--- config.mk ---
export PLATFORM = sky130hd
export DESIGN_NAME = inst_decode
export DESIGN_NICKNAME = d
export VERILOG_FILES = /design/src/common/rvseed_alu_pkg.sv /design/src/common/rvseed_isa_pkg.sv /design/src/source/inst_decode.sv
export SDC_FILE = /design/constraint.sdc
export NUM_CORES = 1
export LEC_CHECK = 0
export BUFFER_PORTS_ARGS = -buffer_cell sky130_fd_sc_hd__buf_2
export CORE_MARGIN = 2
export CORE_UTILIZATION = 34
export DETAILED_ROUTE_END_ITERATION = 6
export GPL_TIMING_DRIVEN = 0
export PLACE_DENSITY = 0.86
export SLEW_MARGIN = 20
export SYNTH_ARGS = -nofsm -noshare
export SYNTH_HDL_FRONTEND = slang
export SYNTH_SLANG_ARGS = --single-unit
--- constraint.sdc ---
create_clock -name vclk -period 2.98
set_input_delay 0.894 -clock vclk [all_inputs]
set_output_delay 0.894 -clock vclk [all_outputs]
set_load 0.005 [all_outputs]
--- src/common/rvseed_alu_pkg.sv ---
`default_nettype none

package rvseed_alu_pkg;

    localparam int XLEN      = 64;
    localparam int RAM_DEPTH = 256;    // doublewords

    typedef logic [XLEN-1:0]              xlen_t;
    typedef logic [$clog2(RAM_DEPTH)-1:0] mem_addr_t;   // doubleword index
    typedef logic [XLEN/8-1:0]            byte_en_t;

    // alu operations, word forms are selected separately by word_op
    typedef enum logic [3:0] {
        ALU_ADD,
        ALU_SUB,        // also used for branch compares
        ALU_SLT,
        ALU_SLTU,
        ALU_AND,
        ALU_OR,
        ALU_XOR,
        ALU_SLL,
        ALU_SRL
    } alu_op_e;

    // load/store sequencer
    typedef enum logic {
        LSU_IDLE,
        LSU_LOAD_WAIT   // ram read data arrives here
    } lsu_state_e;

endpackage

`default_nettype wire

--- src/common/rvseed_isa_pkg.sv ---
`default_nettype none

package rvseed_isa_pkg;

    typedef logic [31:0] instr_t;
    typedef logic [4:0]  reg_addr_t;
    typedef logic [6:0]  opcode_t;

    // major opcodes, bits 6:0
    localparam opcode_t OP        = 7'b0110011;   // reg-reg
    localparam opcode_t OP_32     = 7'b0111011;   // reg-reg, word forms
    localparam opcode_t OP_IMM    = 7'b0010011;
    localparam opcode_t OP_IMM_32 = 7'b0011011;
    localparam opcode_t LOAD      = 7'b0000011;
    localparam opcode_t STORE     = 7'b0100011;
    localparam opcode_t BRANCH    = 7'b1100011;

    // funct3 for arithmetic and logic
    localparam logic [2:0] F3_ADD  = 3'b000;      // add, sub, addi, addw, subw, addiw
    localparam logic [2:0] F3_SLL  = 3'b001;
    localparam logic [2:0] F3_SLT  = 3'b010;
    localparam logic [2:0] F3_SLTU = 3'b011;
    localparam logic [2:0] F3_XOR  = 3'b100;
    localparam logic [2:0] F3_SRL  = 3'b101;
    localparam logic [2:0] F3_OR   = 3'b110;
    localparam logic [2:0] F3_AND  = 3'b111;

    // funct3 for memory accesses
    localparam logic [2:0] F3_LW   = 3'b010;
    localparam logic [2:0] F3_LD   = 3'b011;
    localparam logic [2:0] F3_SW   = 3'b010;
    localparam logic [2:0] F3_SD   = 3'b011;

    // funct3 for branches
    localparam logic [2:0] F3_BEQ  = 3'b000;
    localparam logic [2:0] F3_BNE  = 3'b001;

    // funct7, only two patterns are legal here
    localparam logic [6:0] F7_BASE = 7'b0000000;
    localparam logic [6:0] F7_SUB  = 7'b0100000;   // sub, subw

    // what the execute stage does with a decoded instruction
    typedef enum logic [2:0] {
        CLS_ALU,        // result written back from the alu
        CLS_LOAD,       // two-cycle path through the lsu
        CLS_STORE,
        CLS_BRANCH,     // compare only, nothing written
        CLS_ILLEGAL
    } inst_class_e;

endpackage

`default_nettype wire
--- src/source/inst_decode.sv ---
`default_nettype none

module inst_decode
    import rvseed_isa_pkg::*;
    import rvseed_alu_pkg::*;
(
    input  instr_t      instr,
    output reg_addr_t   rs1,
    output reg_addr_t   rs2,
    output reg_addr_t   rd,
    output xlen_t       imm,
    output logic        use_imm,      // second alu operand is imm
    output alu_op_e     alu_op,
    output logic        word_op,      // 32-bit form, sign-extended result
    output logic        mem_word,     // lw / sw
    output inst_class_e inst_class
);

    opcode_t    opcode;
    logic [2:0] funct3;
    logic [6:0] funct7;
    xlen_t      imm_i;
    xlen_t      imm_s;
    xlen_t      imm_b;

    assign opcode = instr[6:0];
    assign funct3 = instr[14:12];
    assign funct7 = instr[31:25];

    assign rd  = instr[11:7];
    assign rs1 = instr[19:15];
    assign rs2 = instr[24:20];

    // sign-extended immediates
    assign imm_i = {{(XLEN-12){instr[31]}}, instr[31:20]};
    assign imm_s = {{(XLEN-12){instr[31]}}, instr[31:25], instr[11:7]};
    assign imm_b = {{(XLEN-13){instr[31]}}, instr[31], instr[7], instr[30:25],
                    instr[11:8], 1'b0};

    always_comb begin
        imm        = imm_i;
        use_imm    = 1'b0;
        alu_op     = ALU_ADD;
        word_op    = 1'b0;
        mem_word   = 1'b0;
        inst_class = CLS_ILLEGAL;   // anything not matched below
        case (opcode)
            OP: begin
                if (funct7 == F7_BASE) begin
                    inst_class = CLS_ALU;
                    case (funct3)
                        F3_ADD:  alu_op = ALU_ADD;
                        F3_SLL:  alu_op = ALU_SLL;
                        F3_SLT:  alu_op = ALU_SLT;
                        F3_SLTU: alu_op = ALU_SLTU;
                        F3_XOR:  alu_op = ALU_XOR;
                        F3_SRL:  alu_op = ALU_SRL;
                        F3_OR:   alu_op = ALU_OR;
                        F3_AND:  alu_op = ALU_AND;
                        default: inst_class = CLS_ILLEGAL;
                    endcase
                end else if (funct7 == F7_SUB && funct3 == F3_ADD) begin
                    inst_class = CLS_ALU;
                    alu_op     = ALU_SUB;
                end
            end
            OP_32: begin
                // only addw and subw
                if (funct3 == F3_ADD && (funct7 == F7_BASE || funct7 == F7_SUB)) begin
                    inst_class = CLS_ALU;
                    alu_op     = (funct7 == F7_SUB) ? ALU_SUB : ALU_ADD;
                    word_op    = 1'b1;
                end
            end
            OP_IMM, OP_IMM_32: begin
                if (funct3 == F3_ADD) begin   // addi, addiw
                    inst_class = CLS_ALU;
                    use_imm    = 1'b1;
                    word_op    = (opcode == OP_IMM_32);
                end
            end
            LOAD: begin
                if (funct3 == F3_LD || funct3 == F3_LW) begin
                    inst_class = CLS_LOAD;
                    use_imm    = 1'b1;                // address = rs1 + imm
                    mem_word   = (funct3 == F3_LW);
                end
            end
            STORE: begin
                if (funct3 == F3_SD || funct3 == F3_SW) begin
                    inst_class = CLS_STORE;
                    imm        = imm_s;
                    use_imm    = 1'b1;
                    mem_word   = (funct3 == F3_SW);
                end
            end
            BRANCH: begin
                if (funct3 == F3_BEQ || funct3 == F3_BNE) begin
                    inst_class = CLS_BRANCH;
                    imm        = imm_b;      // no pc here, offset unused
                    alu_op     = ALU_SUB;    // rs1 - rs2, then zero flag
                end
            end
            default: ;
        endcase
    end

endmodule

`default_nettype wire

==> impl_metrics.py <==
metrics = {
    "layout": {
        "nClkBuffers": 0,
        "nFillCells": 235,
        "nNetsFinal": 286,
        "post-route-util": 0.667,
        "antenna-diode-count": 0,
        "syn2layout_area_growth_pct": 82.1,
        "drive_above_1_share": 0.849,
        "multiInputGateArea_sq_um": 413,
        "regArea_sq_um": 0,
        "flops_and_latches": 0,
    },
    "grt": {
        "grt_max_degree": 55,
        "grt_first_pass_wirelength_um": 4320,
        "antenna_found_initial": 0,
        "grt-ovfl-total": 0,
        "grt_usage": 0.157,
        "grt_pass1_vias": 1086,
    },
    "timing": {
        "finalCritPeriodShare": 1.03,
        "rsz0062_at_grt": "yes",
        "worst_slack_ns": -0.0804,
        "setup_viol": 7,
        "hold_viol_final": 0,
        "hold_ws_ns": 1.96,
        "report.final.slew_viol_count": 0,
        "fmax_mhz": 327,
        "worst_pin_slew_ns": 0.327,
        "slew_headroom": 0.781,
        "min_period_ns": 3.06,
    },
    "synthesis": {
        "synth_area_leaders": "buf_4 (60%), o21ai_0 (2.7%), nor4b_4 (2.6%)",
        "synth_common_cells": "buf_4 (74), inv_1 (6), nand2_1 (5), nor2_1 (5), o21ai_0 (5)",
        "avgSynthCellArea_sq_um": 7.01,
        "syn-num-nets": 165,
        "syn_area_sq_um": 932,
        "yosys.area.top_type": "buf_4",
        "yosysMostFrequentCell": "buf_4",
        "synth.yosys.seq_area_share": 0,
        "synth_top_area_share": 0.596,
        "yosys_warnings": 0,
        "synthCells": 133,
        "yosys.cell_types.count": 33,
    },
    "power_and_ir_drop": {
        "ir_worst_vdd_uv": 88.5,
        "p_per_area_nw_per_um2": 119,
        "p_leak_nw": 1.02,
        "power_mw": 0.202,
    },
    "detailed_routing": {
        "num_vias": 1186,
        "drc": 0,
        "routed_via_density": 4.21,
        "drt_iter0_drc": 22,
        "wl_um": 2760,
        "ant_nets": 0,
        "dr.pass1.iters": 4,
        "wire_per_inst_um": 9.77,
    },
    "critical_path": {
        "critPathLaunch": "instr[2]",
        "cp_max_fo": 4,
        "cp.arrival_ns": 2.17,
        "critPathLaunchType": "primary input",
        "crit_path_end_kind": "output port",
        "cp.required_ns": 2.09,
        "criticalPathCategory": "primary input to output port",
    },
    "run": {
        "max-cap-violations": 0,
    },
    "floorplan": {
        "start_util": 0.366,
        "die_y_um": 56.4,
        "io_pins": 121,
        "die_x_um": 56.4,
        "core-area_sq_um": 2540,
        "num_rows": 18,
        "die_area_sq_um": 3180,
    },
    "placement": {
        "gp_congestion": 0.799,
        "dp_hpwl_um": 2180,
        "io_buffers": 114,
    },
    "min_path": {
        "hold_class": "primary input to output port",
        "min-delay-start": "instr[16]",
    },
    "outcome": {
        "outcome": "finished, violations left",
        "violations": "setup timing",
    },
}
==> cells by family (layout without fill, tap and decap cells) <==
logic type      Yosys count  in the layout  synth area share
buf+inv                  83            202             0.635
compound gates           12             12            0.0832
xor+xnor                  2              2            0.0188
mux                       3              3            0.0349
simple gates             33             33             0.228
==> what timing repair did <==
item | 4_1_cts | 5_1_grt
buffers inserted | 5 | 0
hold buffers | 0 | 0
pin swaps | 8 | 8
setup endpoints to repair | 13 | 13
gates resized for setup | 16 | 16
==> metrics by stage <==
stage               cells  worst slack (ns)  TNS, ns  cell area (sq um)
finish                282           -0.0804   -0.218               1700
floorplan             133            0.0857        0                932
detailed placement    277            -0.406    -1.93               1540
CTS                   282           -0.0254  -0.0616               1640
global placement      277            -0.399    -2.01               1540
global route          282            -0.119   -0.669               1700
==> per-layer routing <==
layer | part of all wire | vias up | GRT usage
met5 | 0 | - | 0
met4 | 0.0062 | 0 | 0.0170
met3 | 0.12 | 2 | 0.0323
met2 | 0.52 | 82 | 0.316
met1 | 0.35 | 501 | 0.170
li1 | - | 601 | -
==> worst paths after layout <==
check             slack [ns]      end  cells past startpoint
setup / recovery       -0.08  imm[11]                      7
hold / removal          1.96   rs1[1]                      2
==> critical path, cell delays in order <==
cell and delay, ns:
buf_6 0.09, and3b_2 0.25, nor4b_4 0.25, buf_4 0.19
nand3_4 0.07, mux2_4 0.32, buf_6 0.12
==> placed cells by master (no fill, tap or decap), types with 2 or more instances in the layout <==
master,netlist,routed
and2_1,1,2
and3_1,2,2
buf_2,2,109
buf_4,74,79
buf_6,0,6
inv_1,6,6
nand2_1,5,4
nand3_1,4,4
nor2_1,5,4
nor3_1,2,2
o21ai_0,5,2
o21ai_1,3,4
o21ai_2,0,2
or3_4,2,3
xnor2_1,2,2
==> report_power, final <==
part	internal (mW)	total [mW]	switching [mW]
Sequential	0	0	0
Clock	0	0	0
Combinational	0.126	0.202	0.0760
Total	0.126	0.202	0.0760
==> final cells by class <==
class	count	share of cell area
buffer	76	0.340
multi-input combinational	50	0.243
timing repair buffer	119	0.379
tap	30	0.0221
inverter	7	0.0155
Note: power is estimated with default switching activity, not from simulation.
